File: config.mk
export PLATFORM = sky130hd
export DESIGN_NAME = write_guard
export DESIGN_NICKNAME = d
export VERILOG_FILES = /design/src/hw/wg_pkg.sv /design/src/hw/wg_age_tracker.sv /design/src/hw/wg_guard_ctrl.sv /design/src/hw/wg_slot_table.sv /design/src/hw/write_guard.sv
export SDC_FILE = /design/constraint.sdc
export NUM_CORES = 1
export LEC_CHECK = 0
export ABC_AREA = 1
export BUFFER_PORTS_ARGS = -buffer_cell sky130_fd_sc_hd__buf_4
export CAP_MARGIN = 20
export CORE_MARGIN = 2
export CORE_UTILIZATION = 30
export CTS_BUF_LIST = sky130_fd_sc_hd__clkbuf_4 sky130_fd_sc_hd__clkbuf_8
export DETAILED_ROUTE_END_ITERATION = 12
export SYNTH_ARGS = -nofsm -noshare
export SYNTH_HDL_FRONTEND = slang
export SYNTH_SLANG_ARGS = --single-unit
export TNS_END_PERCENT = 1
File: constraint.sdc
create_clock -name clk_i -period 12.5 [get_ports clk_i]
set_clock_uncertainty 0.15 [all_clocks]
set_input_delay 1.25 -clock clk_i [delete_from_list [all_inputs] [get_ports clk_i]]
set_output_delay 1.25 -clock clk_i [all_outputs]
set_load 0.01 [all_outputs]
File: src/hw/wg_pkg.sv
////////////////////////////////////////////////////////////
// Write guard shared definitions
// Sizes, vector types, FSM states and fault causes
////////////////////////////////////////////////////////////

package wg_pkg;

  // AXI field widths
  localparam int unsigned ID_WIDTH  = 4;
  localparam int unsigned LEN_WIDTH = 8;

  // Slot table geometry
  localparam int unsigned MAX_TXNS       = 8;
  localparam int unsigned SLOT_IDX_WIDTH = 3;

  // Age counting, budget is in units of 16 cycles
  localparam int unsigned AGE_WIDTH        = 12;
  localparam int unsigned BUDGET_WIDTH     = 4;
  localparam int unsigned BUDGET_UNIT_LOG2 = 4;

  typedef logic [ID_WIDTH-1:0]       txn_id_t;
  typedef logic [LEN_WIDTH-1:0]      burst_len_t;
  typedef logic [SLOT_IDX_WIDTH-1:0] slot_idx_t;
  typedef logic [MAX_TXNS-1:0]       slot_mask_t;
  typedef logic [AGE_WIDTH-1:0]      age_cnt_t;
  typedef logic [BUDGET_WIDTH-1:0]   budget_t;

  // Guard FSM
  typedef enum logic {
    ST_MONITOR,
    ST_RESET_REQ
  } guard_state_e;

  // Reason for the last reset request
  typedef enum logic [1:0] {
    FAULT_NONE         = 2'd0,
    FAULT_TIMEOUT      = 2'd1,
    FAULT_UNEXPECTED_B = 2'd2
  } fault_cause_e;

endpackage

File: src/hw/wg_age_tracker.sv
////////////////////////////////////////////////////////////
// Per-slot age counters
// Overrun check against budget*16 + length, and oldest
// matching slot selection for retirement
////////////////////////////////////////////////////////////

module wg_age_tracker (
  input  logic                                      clk_i,
  input  logic                                      rst_n_i,
  input  logic                                      alloc_i,
  input  wg_pkg::slot_idx_t                         alloc_idx_i,
  input  wg_pkg::slot_mask_t                        slot_valid_i,
  input  wg_pkg::burst_len_t [wg_pkg::MAX_TXNS-1:0] slot_len_i,
  input  wg_pkg::budget_t                           budget_i,
  input  wg_pkg::slot_mask_t                        match_mask_i,
  output wg_pkg::slot_idx_t                         oldest_idx_o,
  output logic                                      overrun_o,
  output wg_pkg::slot_idx_t                         overrun_idx_o
);

  import wg_pkg::*;

  age_cnt_t   age_q [MAX_TXNS];
  age_cnt_t   budget_cycles;
  slot_mask_t over_mask;

  // Budget scaled to cycles
  assign budget_cycles = age_cnt_t'({budget_i, {BUDGET_UNIT_LOG2{1'b0}}});

  // Age counters, saturating at all ones
  always_ff @(posedge clk_i or negedge rst_n_i) begin
    if (!rst_n_i) begin
      for (int i = 0; i < MAX_TXNS; i++) begin
        age_q[i] <= '0;
      end
    end else begin
      for (int i = 0; i < MAX_TXNS; i++) begin
        if (alloc_i && (alloc_idx_i == slot_idx_t'(i))) begin
          age_q[i] <= '0;
        end else if (slot_valid_i[i] && (age_q[i] != '1)) begin
          age_q[i] <= age_q[i] + 1'b1;
        end
      end
    end
  end

  // Limit compare per valid slot
  always_comb begin
    age_cnt_t limit;
    for (int i = 0; i < MAX_TXNS; i++) begin
      limit        = budget_cycles + age_cnt_t'(slot_len_i[i]);
      over_mask[i] = slot_valid_i[i] && (age_q[i] > limit);
    end
  end

  // Lowest overrunning slot
  always_comb begin
    logic found;
    found         = 1'b0;
    overrun_idx_o = '0;
    for (int i = 0; i < MAX_TXNS; i++) begin
      if (over_mask[i] && !found) begin
        overrun_idx_o = slot_idx_t'(i);
        found         = 1'b1;
      end
    end
  end

  assign overrun_o = |over_mask;

  // Oldest slot among those matching the B ID
  // Ages of valid slots never tie, so strict compare is enough
  always_comb begin
    logic     found;
    age_cnt_t best_age;
    found        = 1'b0;
    best_age     = '0;
    oldest_idx_o = '0;
    for (int i = 0; i < MAX_TXNS; i++) begin
      if (match_mask_i[i] && (!found || (age_q[i] > best_age))) begin
        oldest_idx_o = slot_idx_t'(i);
        best_age     = age_q[i];
        found        = 1'b1;
      end
    end
  end

endmodule

File: src/hw/wg_guard_ctrl.sv
////////////////////////////////////////////////////////////
// Guard control FSM
// AW gating, alloc/retire/flush strobes, fault capture
// and interrupt pulse
////////////////////////////////////////////////////////////

module wg_guard_ctrl (
  input  logic                 clk_i,
  input  logic                 rst_n_i,
  input  logic                 aw_valid_i,
  input  logic                 aw_ready_i,
  input  logic                 b_valid_i,
  input  logic                 b_ready_i,
  input  wg_pkg::txn_id_t      b_id_i,
  input  logic                 full_i,
  input  wg_pkg::slot_mask_t   match_mask_i,
  input  logic                 overrun_i,
  input  wg_pkg::txn_id_t      overrun_id_i,
  input  logic                 reset_clear_i,
  output logic                 aw_valid_o,
  output logic                 aw_ready_o,
  output logic                 alloc_o,
  output logic                 retire_o,
  output logic                 flush_o,
  output logic                 reset_req_o,
  output logic                 irq_o,
  output wg_pkg::fault_cause_e fault_cause_o,
  output wg_pkg::txn_id_t      fault_id_o
);

  import wg_pkg::*;

  guard_state_e state_q, state_d;
  fault_cause_e fault_cause_q;
  txn_id_t      fault_id_q;
  logic         irq_q;

  logic monitoring;
  logic gate_open;
  logic b_hs;
  logic b_hit;
  logic timeout_fault;
  logic unexp_fault;
  logic fault;

  assign monitoring = (state_q == ST_MONITOR);
  assign gate_open  = monitoring && !full_i;

  // AW pass-through, closed when full or in reset request
  assign aw_valid_o = aw_valid_i && gate_open;
  assign aw_ready_o = aw_ready_i && gate_open;

  assign b_hs  = b_valid_i && b_ready_i;
  assign b_hit = |match_mask_i;

  // Faults only count while monitoring
  assign timeout_fault = monitoring && overrun_i;
  assign unexp_fault   = monitoring && b_hs && !b_hit;
  assign fault         = timeout_fault || unexp_fault;

  assign alloc_o  = aw_valid_i && aw_ready_o;
  assign retire_o = monitoring && b_hs && b_hit;
  assign flush_o  = fault;

  always_comb begin
    state_d = state_q;
    unique case (state_q)
      ST_MONITOR: begin
        if (fault) begin
          state_d = ST_RESET_REQ;
        end
      end
      ST_RESET_REQ: begin
        // Held until software acknowledges
        if (reset_clear_i) begin
          state_d = ST_MONITOR;
        end
      end
      default: state_d = ST_MONITOR;
    endcase
  end

  always_ff @(posedge clk_i or negedge rst_n_i) begin
    if (!rst_n_i) begin
      state_q <= ST_MONITOR;
      irq_q   <= 1'b0;
    end else begin
      state_q <= state_d;
      irq_q   <= fault;
    end
  end

  // Cause and ID stay until the next fault, timeout first
  always_ff @(posedge clk_i or negedge rst_n_i) begin
    if (!rst_n_i) begin
      fault_cause_q <= FAULT_NONE;
      fault_id_q    <= '0;
    end else if (timeout_fault) begin
      fault_cause_q <= FAULT_TIMEOUT;
      fault_id_q    <= overrun_id_i;
    end else if (unexp_fault) begin
      fault_cause_q <= FAULT_UNEXPECTED_B;
      fault_id_q    <= b_id_i;
    end
  end

  assign reset_req_o   = (state_q == ST_RESET_REQ);
  assign irq_o         = irq_q;
  assign fault_cause_o = fault_cause_q;
  assign fault_id_o    = fault_id_q;

endmodule

File: src/hw/wg_slot_table.sv
////////////////////////////////////////////////////////////
// Outstanding write slot table
// Valid/ID/length storage, free slot search, B ID match
// and pending count
////////////////////////////////////////////////////////////

module wg_slot_table (
  input  logic                                      clk_i,
  input  logic                                      rst_n_i,
  input  logic                                      alloc_i,
  input  logic                                      retire_i,
  input  wg_pkg::slot_idx_t                         retire_idx_i,
  input  logic                                      flush_i,
  input  wg_pkg::txn_id_t                           aw_id_i,
  input  wg_pkg::burst_len_t                        aw_len_i,
  input  wg_pkg::txn_id_t                           b_id_i,
  input  wg_pkg::slot_idx_t                         overrun_idx_i,
  output wg_pkg::slot_idx_t                         free_idx_o,
  output logic                                      full_o,
  output wg_pkg::slot_mask_t                        match_mask_o,
  output wg_pkg::slot_mask_t                        slot_valid_o,
  output wg_pkg::burst_len_t [wg_pkg::MAX_TXNS-1:0] slot_len_o,
  output wg_pkg::txn_id_t                           overrun_id_o,
  output logic [wg_pkg::SLOT_IDX_WIDTH:0]           pending_cnt_o
);

  import wg_pkg::*;

  slot_mask_t                      valid_q;
  txn_id_t                         id_q [MAX_TXNS];
  burst_len_t [MAX_TXNS-1:0]       len_q;

  slot_idx_t                       free_idx;
  logic [SLOT_IDX_WIDTH:0]         pending_cnt;

  // Lowest free slot, only meaningful while not full
  always_comb begin
    logic found;
    found    = 1'b0;
    free_idx = '0;
    for (int i = 0; i < MAX_TXNS; i++) begin
      if (!valid_q[i] && !found) begin
        free_idx = slot_idx_t'(i);
        found    = 1'b1;
      end
    end
  end

  // B ID compare and occupancy count
  always_comb begin
    pending_cnt = '0;
    for (int i = 0; i < MAX_TXNS; i++) begin
      match_mask_o[i] = valid_q[i] && (id_q[i] == b_id_i);
      if (valid_q[i]) begin
        pending_cnt = pending_cnt + 1'b1;
      end
    end
  end

  // Flush wins over a same-cycle alloc or retire
  always_ff @(posedge clk_i or negedge rst_n_i) begin
    if (!rst_n_i) begin
      valid_q <= '0;
    end else if (flush_i) begin
      valid_q <= '0;
    end else begin
      if (retire_i) begin
        valid_q[retire_idx_i] <= 1'b0;
      end
      if (alloc_i) begin
        valid_q[free_idx] <= 1'b1;
      end
    end
  end

  // Burst attributes, written on allocation
  always_ff @(posedge clk_i) begin
    if (alloc_i) begin
      id_q[free_idx]  <= aw_id_i;
      len_q[free_idx] <= aw_len_i;
    end
  end

  assign free_idx_o    = free_idx;
  assign full_o        = &valid_q;
  assign slot_valid_o  = valid_q;
  assign slot_len_o    = len_q;
  assign overrun_id_o  = id_q[overrun_idx_i];
  assign pending_cnt_o = pending_cnt;

endmodule

File: src/hw/write_guard.sv
////////////////////////////////////////////////////////////
// Write guard top level
// Slot table, age tracker and control FSM
////////////////////////////////////////////////////////////

module write_guard (
  input  logic                            clk_i,
  input  logic                            rst_n_i,
  // AW from master
  input  logic                            aw_valid_i,
  input  wg_pkg::txn_id_t                 aw_id_i,
  input  wg_pkg::burst_len_t              aw_len_i,
  output logic                            aw_ready_o,
  // AW towards slave
  output logic                            aw_valid_o,
  input  logic                            aw_ready_i,
  // Observed B channel
  input  logic                            b_valid_i,
  input  logic                            b_ready_i,
  input  wg_pkg::txn_id_t                 b_id_i,
  // Software control and status
  input  wg_pkg::budget_t                 budget_i,
  input  logic                            reset_clear_i,
  output logic                            reset_req_o,
  output logic                            irq_o,
  output wg_pkg::fault_cause_e            fault_cause_o,
  output wg_pkg::txn_id_t                 fault_id_o,
  output logic [wg_pkg::SLOT_IDX_WIDTH:0] pending_cnt_o
);

  import wg_pkg::*;

  logic                      alloc;
  logic                      retire;
  logic                      flush;
  logic                      full;
  logic                      overrun;
  slot_idx_t                 free_idx;
  slot_idx_t                 oldest_idx;
  slot_idx_t                 overrun_idx;
  slot_mask_t                match_mask;
  slot_mask_t                slot_valid;
  burst_len_t [MAX_TXNS-1:0] slot_len;
  txn_id_t                   overrun_id;

  wg_slot_table u_slot_table (
    .clk_i         (clk_i),
    .rst_n_i       (rst_n_i),
    .alloc_i       (alloc),
    .retire_i      (retire),
    .retire_idx_i  (oldest_idx),
    .flush_i       (flush),
    .aw_id_i       (aw_id_i),
    .aw_len_i      (aw_len_i),
    .b_id_i        (b_id_i),
    .overrun_idx_i (overrun_idx),
    .free_idx_o    (free_idx),
    .full_o        (full),
    .match_mask_o  (match_mask),
    .slot_valid_o  (slot_valid),
    .slot_len_o    (slot_len),
    .overrun_id_o  (overrun_id),
    .pending_cnt_o (pending_cnt_o)
  );

  wg_age_tracker u_age_tracker (
    .clk_i         (clk_i),
    .rst_n_i       (rst_n_i),
    .alloc_i       (alloc),
    .alloc_idx_i   (free_idx),
    .slot_valid_i  (slot_valid),
    .slot_len_i    (slot_len),
    .budget_i      (budget_i),
    .match_mask_i  (match_mask),
    .oldest_idx_o  (oldest_idx),
    .overrun_o     (overrun),
    .overrun_idx_o (overrun_idx)
  );

  wg_guard_ctrl u_guard_ctrl (
    .clk_i         (clk_i),
    .rst_n_i       (rst_n_i),
    .aw_valid_i    (aw_valid_i),
    .aw_ready_i    (aw_ready_i),
    .b_valid_i     (b_valid_i),
    .b_ready_i     (b_ready_i),
    .b_id_i        (b_id_i),
    .full_i        (full),
    .match_mask_i  (match_mask),
    .overrun_i     (overrun),
    .overrun_id_i  (overrun_id),
    .reset_clear_i (reset_clear_i),
    .aw_valid_o    (aw_valid_o),
    .aw_ready_o    (aw_ready_o),
    .alloc_o       (alloc),
    .retire_o      (retire),
    .flush_o       (flush),
    .reset_req_o   (reset_req_o),
    .irq_o         (irq_o),
    .fault_cause_o (fault_cause_o),
    .fault_id_o    (fault_id_o)
  );

endmodule

## After elaboration in Yosys (flattened, before gate mapping)

Memories as Yosys holds them, arrays and structs flattened.
Index checks and enable logic that the tools add are counted.

- Memories kept: 1
- Flip-flop bits (word level): 176
- Output and inout port bits: 14
- Input bits: 27
- RAM bits: 32
- Word-level logic and storage cells: 298

Memory list:

| memory | depth | width | rd ports | clocked after Yosys merged registers in | write ports | line | text |
|---|---|---|---|---|---|---|---|
| u_slot_table.id_q | 8 | 4 | 9 | 0 | 1 | wg_slot_table.sv:30 | `txn_id_t id_q [MAX_TXNS];` |

- Mux-type cells: 93
- Bitwise logic cells: 4
- Equality and inequality tests: 23
- Order comparisons: 19
- Add/sub/neg operators: 23
- Reductions and logical operators: 114

Operators with widths:

| cell | number |
|---|---|
| $mux 12 | 23 |
| $gt 12x12->1 | 15 |
| $add 12x1->12 const B | 8 |
| $ne 12x12->1 const B | 8 |
| $add 8x8->9 | 8 |
| $bwmux 64 | 1 |
| $logic_and 1x1->1 | 64 |
| $mux 3 | 14 |
| $mux 8 | 5 |
| $mux 4 | 9 |
| $eq 4x4->1 | 8 |
| $mux 1 | 31 |
| $logic_not 1->1 | 29 |
| $add 4x1->4 const B | 6 |
| $demux 8 s3 | 1 |
| $reduce_bool 2->1 | 9 |
| $reduce_or 8->1 | 2 |
| $eq 3x3->1 const B | 4 |
| $mux 2 | 6 |
| $and 8x8->8 | 1 |
| $logic_or 1x1->1 | 8 |
| $lt 3x4->1 const B | 2 |
| $not 8->8 | 1 |
| $or 8x8->8 | 1 |
| 9 further kinds | 12 |

## Depth between registers and ports, before layout

An unclocked memory read counts as a cell.

- Depth in word-level cells: 43
- Gate-level depth with buffers: 99
- Depth with buffers taken out: 94

## Cells and area by module

From an unflattened synthesis, not the netlist that was laid out.

- Cells, all modules: 2113
- Area, all modules: 16638.5 um^2

By module, submodules not included:

| module | area each (um^2) | instances | cells an instance | sequential area each (um^2) |
|---|---|---|---|---|
| wg_age_tracker | 11335.9 | 1 | 1612 | 2402.3 |
| wg_slot_table | 4847.1 | 1 | 443 | 3083.0 |
| wg_guard_ctrl | 455.4 | 1 | 58 | 200.2 |

## Worst setup path before layout

Ideal clock, no wire load.

- Path kind: input -> register
- From: input b_id_i[1]
- To: register u_slot_table.valid_q[0], in the netlist u_slot_table.slot_valid_o[0]
- Stages on the path: 88
- Path slack: 0.937 ns
- Data arrival time: 11.284 ns
- Library setup time: 0.129 ns
- Required time: 12.221 ns
- Cells stage by stage: buf_4 -> inv_2 -> o22ai_1 -> nand3b_2 -> inv_2 -> buf_2 -> nand2_1 -> ha_1 -> nand2_1 -> nor3_1 -> nand2_1 -> nand3_1 -> nand2_1 -> nand2_2 -> nand2_4 -> buf_8 -> nand2_2 -> o21ai_2 -> [52 not listed] -> nand2_1 -> nand2_1 -> clkbuf_1 -> nand3_1 -> o21ai_1 -> ha_1 -> a21oi_1 -> nor2_1 -> a211oi_1 -> nand3_1 -> o41ai_1 -> nand2_1 -> nand2_1 -> nand2_1 -> nor2_1 -> nand4_1 -> nand2_1 -> a21oi_1

- Cells in the longest elaborated chain, start to end: 42
- Elaborated cells on any way between the ends: 82
- Classes of those cells: 9 x order compare; 8 x eq/ne; 27 x mux; 3 x bitwise; 35 x reduce/logical

RTL lines:

| what | line | text |
|---|---|---|
| from (decl) | write_guard.sv:20 | `input wg_pkg::txn_id_t b_id_i,` |
| $eq 4x4->1 | wg_slot_table.sv:53 | `match_mask_o[i] = valid_q[i] && (id_q[i] == b_id_i);` |
| $logic_and 1x1->1 | wg_slot_table.sv:53 |  |
| $mux 12 / $mux 1 (equally long branches) | wg_age_tracker.sv:80 | `if (match_mask_i[i] && (!found \|\| (age_q[i] > best_age))) begin` |
| $gt 12x12->1 / $logic_not 1->1 (equally long branches) | wg_age_tracker.sv:80 |  |
| $logic_or 1x1->1 | wg_age_tracker.sv:80 |  |
| $logic_and 1x1->1 | wg_age_tracker.sv:80 |  |
| $mux 12 / $mux 1 (equally long branches) | wg_age_tracker.sv:80 |  |
| $gt 12x12->1 / $logic_not 1->1 (equally long branches) | wg_age_tracker.sv:80 |  |
| [26 not listed] | n/a |  |
| $demux 1 s3 | n/a |  |
| $not 8->8 (no source line) | n/a |  |
| $and 8x8->8 (no source line) | n/a |  |
| $mux 8 | wg_slot_table.sv:67 | `if (retire_i) begin` |
| $mux 8 | wg_slot_table.sv:64 | `end else if (flush_i) begin` |
| $or 8x8->8 (no source line) | n/a |  |
| $mux 8 | wg_slot_table.sv:70 | `if (alloc_i) begin` |
| $mux 8 * | wg_slot_table.sv:64 |  |
| to (signal assigned) | wg_slot_table.sv:63 | `valid_q <= '0;` |
| to (signal assigned) | wg_slot_table.sv:65 | `valid_q <= '0;` |
| to (signal, indexed assignment) | wg_slot_table.sv:71 | `valid_q[free_idx] <= 1'b1;` |
| to (decl) | wg_slot_table.sv:29 | `slot_mask_t valid_q;` |

Every way passes the cells marked *; elsewhere a longest branch is shown, timed or not. The select of a mux whose other input is x is not followed.
A chain may end at the register's enable or synchronous reset.

## Final worst setup path

- From: input b_id_i[2]
- To: register u_slot_table.valid_q[4], in the netlist u_slot_table.slot_valid_o[4]

The elaborated chain is that of the path after synthesis.

==> results.txt <==
----------------------------------------------------
[CTS]
  Clock tree from TritonCTS ... yes
  Clock Latency Late Sink ... between 600 and 700 ps
  Number of buffers added by the clock tree synthesis step ... 41
  Maximum clock path buffer count ... 3
  Clock root buffer master ... sky130_fd_sc_hd__clkbuf_8
  Clock transition at path regs ... approximately 60 ps
  Count of clock tree sinks ... roughly 210
  Deepest level of the CTS H-tree ... 2
  Hold-fix buffers at CTS ... 0

[Worst setup path]
  Class of the most critical setup path ... in -> reg
  Slowest Stage Delay on Critical Path ... about 340 ps
  Arrival time worst endpoint ... approximately 12,000 ps
  Cell type of the slowest stage on the worst timing path ... sky130_fd_sc_hd__ha_1
  Critical path fanouts, max ... 12
  Reg2reg start ... u_slot_table.id_q[0][1]
  Worst R2R Setup Slack ... 1300 ps
  Critical Path Start Type ... input port
  Element type at the critical path end ... flip-flop
  Top cell by count, worst path ... sky130_fd_sc_hd__nand2_1
  Worst-case reg-to-reg path depth ... 82
  Required arrival time at the worst endpoint ... around 13,000 ps
  Reg-to-reg critical path endpoint ... u_slot_table.slot_valid_o[4]

[Worst hold path]
  Worst hold stages ... 1
  Hold Path Origin ... u_guard_ctrl.fault_cause_o[0]
  Kind of path behind the tightest hold check ... reg -> reg
  Endpoint of the worst hold path ... u_guard_ctrl.fault_cause_o[0]

[Finish]
  Filler cell count in the final layout ... 5,560
  Final-stage net count ... ~2,400
  Fraction of the core area covered by cells at the end of the flow ... about a third
  Filler-free cell count of the finished design ... approximately 2,900
  Flip-flop and latch area ... 5690 um^2
  Area growth from synthesis to layout ... 14.6%
  Share of final-layout standard cells stronger than drive strength 1 ... 14.4%
  Multi-input gate area in the final layout ... 9240 um^2

[STA]
  Count of endpoints failing setup in the final report ... 0
  Final period util ... between 90% and 100%
  Count of pins over their slew limit ... 0
  Max_slew headroom ... roughly a third
  Count of endpoints failing hold in the final timing report ... 0
  Peak Freq ... 87.0 MHz
  Final WS setup ... about 1000 ps
  Time the worst path needs with I/O delays and setup ... around 11,000 ps
  Worst-margin pin slew ... ~970 ps

[Synth]
  Number of warning messages in the yosys log ... 0
  Flops & latches, synth ... roughly 210
  Synthesized netlist net count ... 2,308
  Proportion of synthesized flip-flops having asynchronous set or reset ... between 50% and 60%
  Number of flops mapped to enable cells by yosys ... 96
  Syn avg cell area ... slightly below 8 um^2
  Main synth FF type ... sky130_fd_sc_hd__dfrtp_1
  Register area share after synthesis ... a little over a third
  Cell variety after synth ... 61
  Post-synthesis instance total ... a little over 2,000
  Netlist area before placement ... between 15,000 and 20,000 um^2

[Route]
  DRT antenna net count ... 0
  Routed wire per std cell ... roughly 17 um
  Count of TritonRoute iterations in the first routing pass ... 7
  Total via count after detailed routing ... 14,400
  Number of design-rule violations left by the first detailed-router iteration ... 1,111
  Number of design rule violations left after detail routing ... 0
  Post-DR vias/cell ... 4.96
  Routed Wire Length ... 48.6 mm

[Place]
  Placed Cells ... around 2,800
  DPL Wire Length ... about 37 mm
  IO buf count ... 40
  Final estimated routing congestion in global placement ... between 0.9 and 1
  DP Worst Slack ... -497 ps

[Run]
  Number of max-cap violations ... 0

[Power]
  Maximum VDD drop ... roughly 0.054 mV
  Ratio of total power to cell area ... 123 nW/um^2
  Leakage power summed over all cells ... about 0.009 uW

[Floorplan]
  Starting Density ... 30.2%
  Core area ... between 50,000 and 60,000 um^2
  Height of the die ... around 240 um
  Site Rows ... 85
  Die span in x ... between 200 and 250 um
  Number of top-level pins ... between 40 and 50
  Die Footprint ... roughly 56,000 um^2

[Global route]
  Number of global-route vias before repair ... approximately 14,000
  Pin count of the biggest net entering global routing ... 67
  Grt total ovfl ... 0
  Total GRT Usage ... 17.5%
  Initial antenna violation count ... 2
  Wire length of the first global-routing pass ... about 77 mm

[Run status]
  Outcome ... finished clean

----------------------------------------------------
[per-layer routing]
layer  part of all wire, %  GRT usage, %  vias to the layer above
met2                    46          29.1                      349
met3                   5.1          2.94                       62
met1                    46          23.4                     6837
li1                      -             -                     7133
met5                     0             0                        -
met4                   2.1          4.75                        0
[Yosys cell counts (4+ instances only)]
cell type	n	area share (%)
sky130_fd_sc_hd__a211oi_1	16	0.74
sky130_fd_sc_hd__a21oi_1	129	4.0
sky130_fd_sc_hd__a221oi_1	12	0.65
sky130_fd_sc_hd__a22oi_1	6	0.28
sky130_fd_sc_hd__a31oi_1	11	0.43
sky130_fd_sc_hd__and2_1	13	0.50
sky130_fd_sc_hd__buf_2	13	0.40
sky130_fd_sc_hd__buf_6	4	0.28
sky130_fd_sc_hd__dfrtp_1	112	17
sky130_fd_sc_hd__edfxtp_1	96	18
sky130_fd_sc_hd__fa_1	8	0.99
sky130_fd_sc_hd__ha_1	205	16
sky130_fd_sc_hd__inv_1	298	6.9
sky130_fd_sc_hd__inv_2	41	0.95
sky130_fd_sc_hd__nand2_1	487	11
sky130_fd_sc_hd__nand2_2	29	1.1
sky130_fd_sc_hd__nand3_1	148	4.6
sky130_fd_sc_hd__nand3_2	11	0.68
sky130_fd_sc_hd__nand4_1	36	1.4
sky130_fd_sc_hd__nor2_1	133	3.1
sky130_fd_sc_hd__nor2_2	17	0.66
sky130_fd_sc_hd__nor2_4	7	0.49
sky130_fd_sc_hd__nor3_1	47	1.5
sky130_fd_sc_hd__nor4_1	7	0.27
sky130_fd_sc_hd__o21ai_0	59	1.8
sky130_fd_sc_hd__o21ai_1	29	0.90
sky130_fd_sc_hd__o21ai_2	9	0.49
sky130_fd_sc_hd__o22ai_1	10	0.39
sky130_fd_sc_hd__or2_2	8	0.31
sky130_fd_sc_hd__xnor2_1	19	1.0
sky130_fd_sc_hd__xor2_1	8	0.43
[per-stage QoR]
step / hold WS (ps) / setup TNS (ps) / total power [uW] / cell area (um^2)
3_5_place_dp: 326 / -3010 / 1560 / 17500
6_report: 332 / 0 / 2270 / 18500
4_1_cts: 340 / 0 / 2280 / 18300
5_1_grt: 379 / -57.6 / 2430 / 18500
3_3_place_gp: 318 / -1200 / 1540 / 17500
2_1_floorplan: 344 / 0 / 1330 / 16200
[flip-flops by register name, indices dropped and copies added, names as in the netlist]
signal,count
u_guard_ctrl.reset_req_o,1
u_slot_table.slot_len_o,64
u_age_tracker.age_q,96
u_slot_table.id_q,32
u_guard_ctrl.irq_o,1
u_guard_ctrl.fault_cause_o,2
u_guard_ctrl.fault_id_o,4
u_slot_table.slot_valid_o,8
[worst max-delay path: cells and delay by family]
family,cells,cell delay (ps)
compound gates,10,1180
fa+ha+maj,7,2030
buf+inv,9,980
simple gates,57,6360
[repair_timing]
action                                  4_1_cts  5_1_grt
endpoints found under the hold margin         0        0
endpoints found under the setup margin        0        8
resized for setup                             0       41
setup buffers                                 0        3
[cell families (layout without fill, tap and decap cells)]
| group | count (synthesis) | count (layout) | share of synthesized area [%] |
|---|---|---|---|
| XOR/XNOR | 28 | 28 | 1.56 |
| other | 0 | 1 | 0 |
| buffers and inverters | 363 | 495 | 8.87 |
| AO/OA/AOI/OAI | 296 | 296 | 10.6 |
| adder cells (fa/ha/maj) | 213 | 213 | 16.9 |
| flip-flops | 208 | 208 | 35.2 |
| AND/OR/NAND/NOR | 960 | 963 | 26.9 |
[where the power goes]
| group | internal [uW] | total, uW | switching [uW] |
|---|---|---|---|
| Combinational | 261 | 686 | 425 |
| Sequential | 783 | 875 | 91.8 |
| Clock | 389 | 711 | 321 |
[worst max-delay path by stage]
stage,from,depth (start not counted),slack [ps],to
after floorplan,b_id_i[1],88,940,u_slot_table.slot_valid_o[0]
after global placement,b_id_i[2],85,-230,u_slot_table.slot_valid_o[2]
after detailed placement,b_id_i[2],86,-500,u_slot_table.slot_valid_o[0]
after CTS,b_id_i[0],86,140,u_slot_table.slot_valid_o[0]
after global routing,b_id_i[0],90,-30,u_slot_table.slot_valid_o[2]
final,b_id_i[2],83,1010,u_slot_table.slot_valid_o[4]
[cells in the final DEF (no fill, tap or decap), types with 19 or more instances in the layout]
cell	Yosys	routed
sky130_fd_sc_hd__edfxtp_1	96	96
sky130_fd_sc_hd__buf_4	3	76
sky130_fd_sc_hd__clkbuf_4	0	20
sky130_fd_sc_hd__ha_1	205	202
sky130_fd_sc_hd__o21ai_0	59	59
sky130_fd_sc_hd__dfrtp_1	112	112
sky130_fd_sc_hd__nand2_1	487	480
sky130_fd_sc_hd__nor3_1	47	43
sky130_fd_sc_hd__nor2_1	133	129
sky130_fd_sc_hd__clkbuf_8	0	45
sky130_fd_sc_hd__nand2_2	29	35
sky130_fd_sc_hd__nand4_1	36	36
sky130_fd_sc_hd__nand3_1	148	146
sky130_fd_sc_hd__inv_2	41	38
sky130_fd_sc_hd__inv_1	298	298
sky130_fd_sc_hd__o21ai_1	29	27
sky130_fd_sc_hd__xnor2_1	19	19
sky130_fd_sc_hd__a21oi_1	129	128
sky130_fd_sc_hd__nor2_2	17	21
[cell type report]
class | instances | area share, %
Inverter | 341 | 7.00
Timing Repair Buffer | 78 | 3.25
Tap cell | 696 | 4.70
Antenna cell | 1 | 0.0135
Timing Repair inverter | 1 | 0.0270
Sequential cell | 208 | 30.7
Multi-Input combinational cell | 1500 | 49.9
Clock buffer | 65 | 4.15
Clock inverter | 10 | 0.263
(Power assumes the default switching activity.)
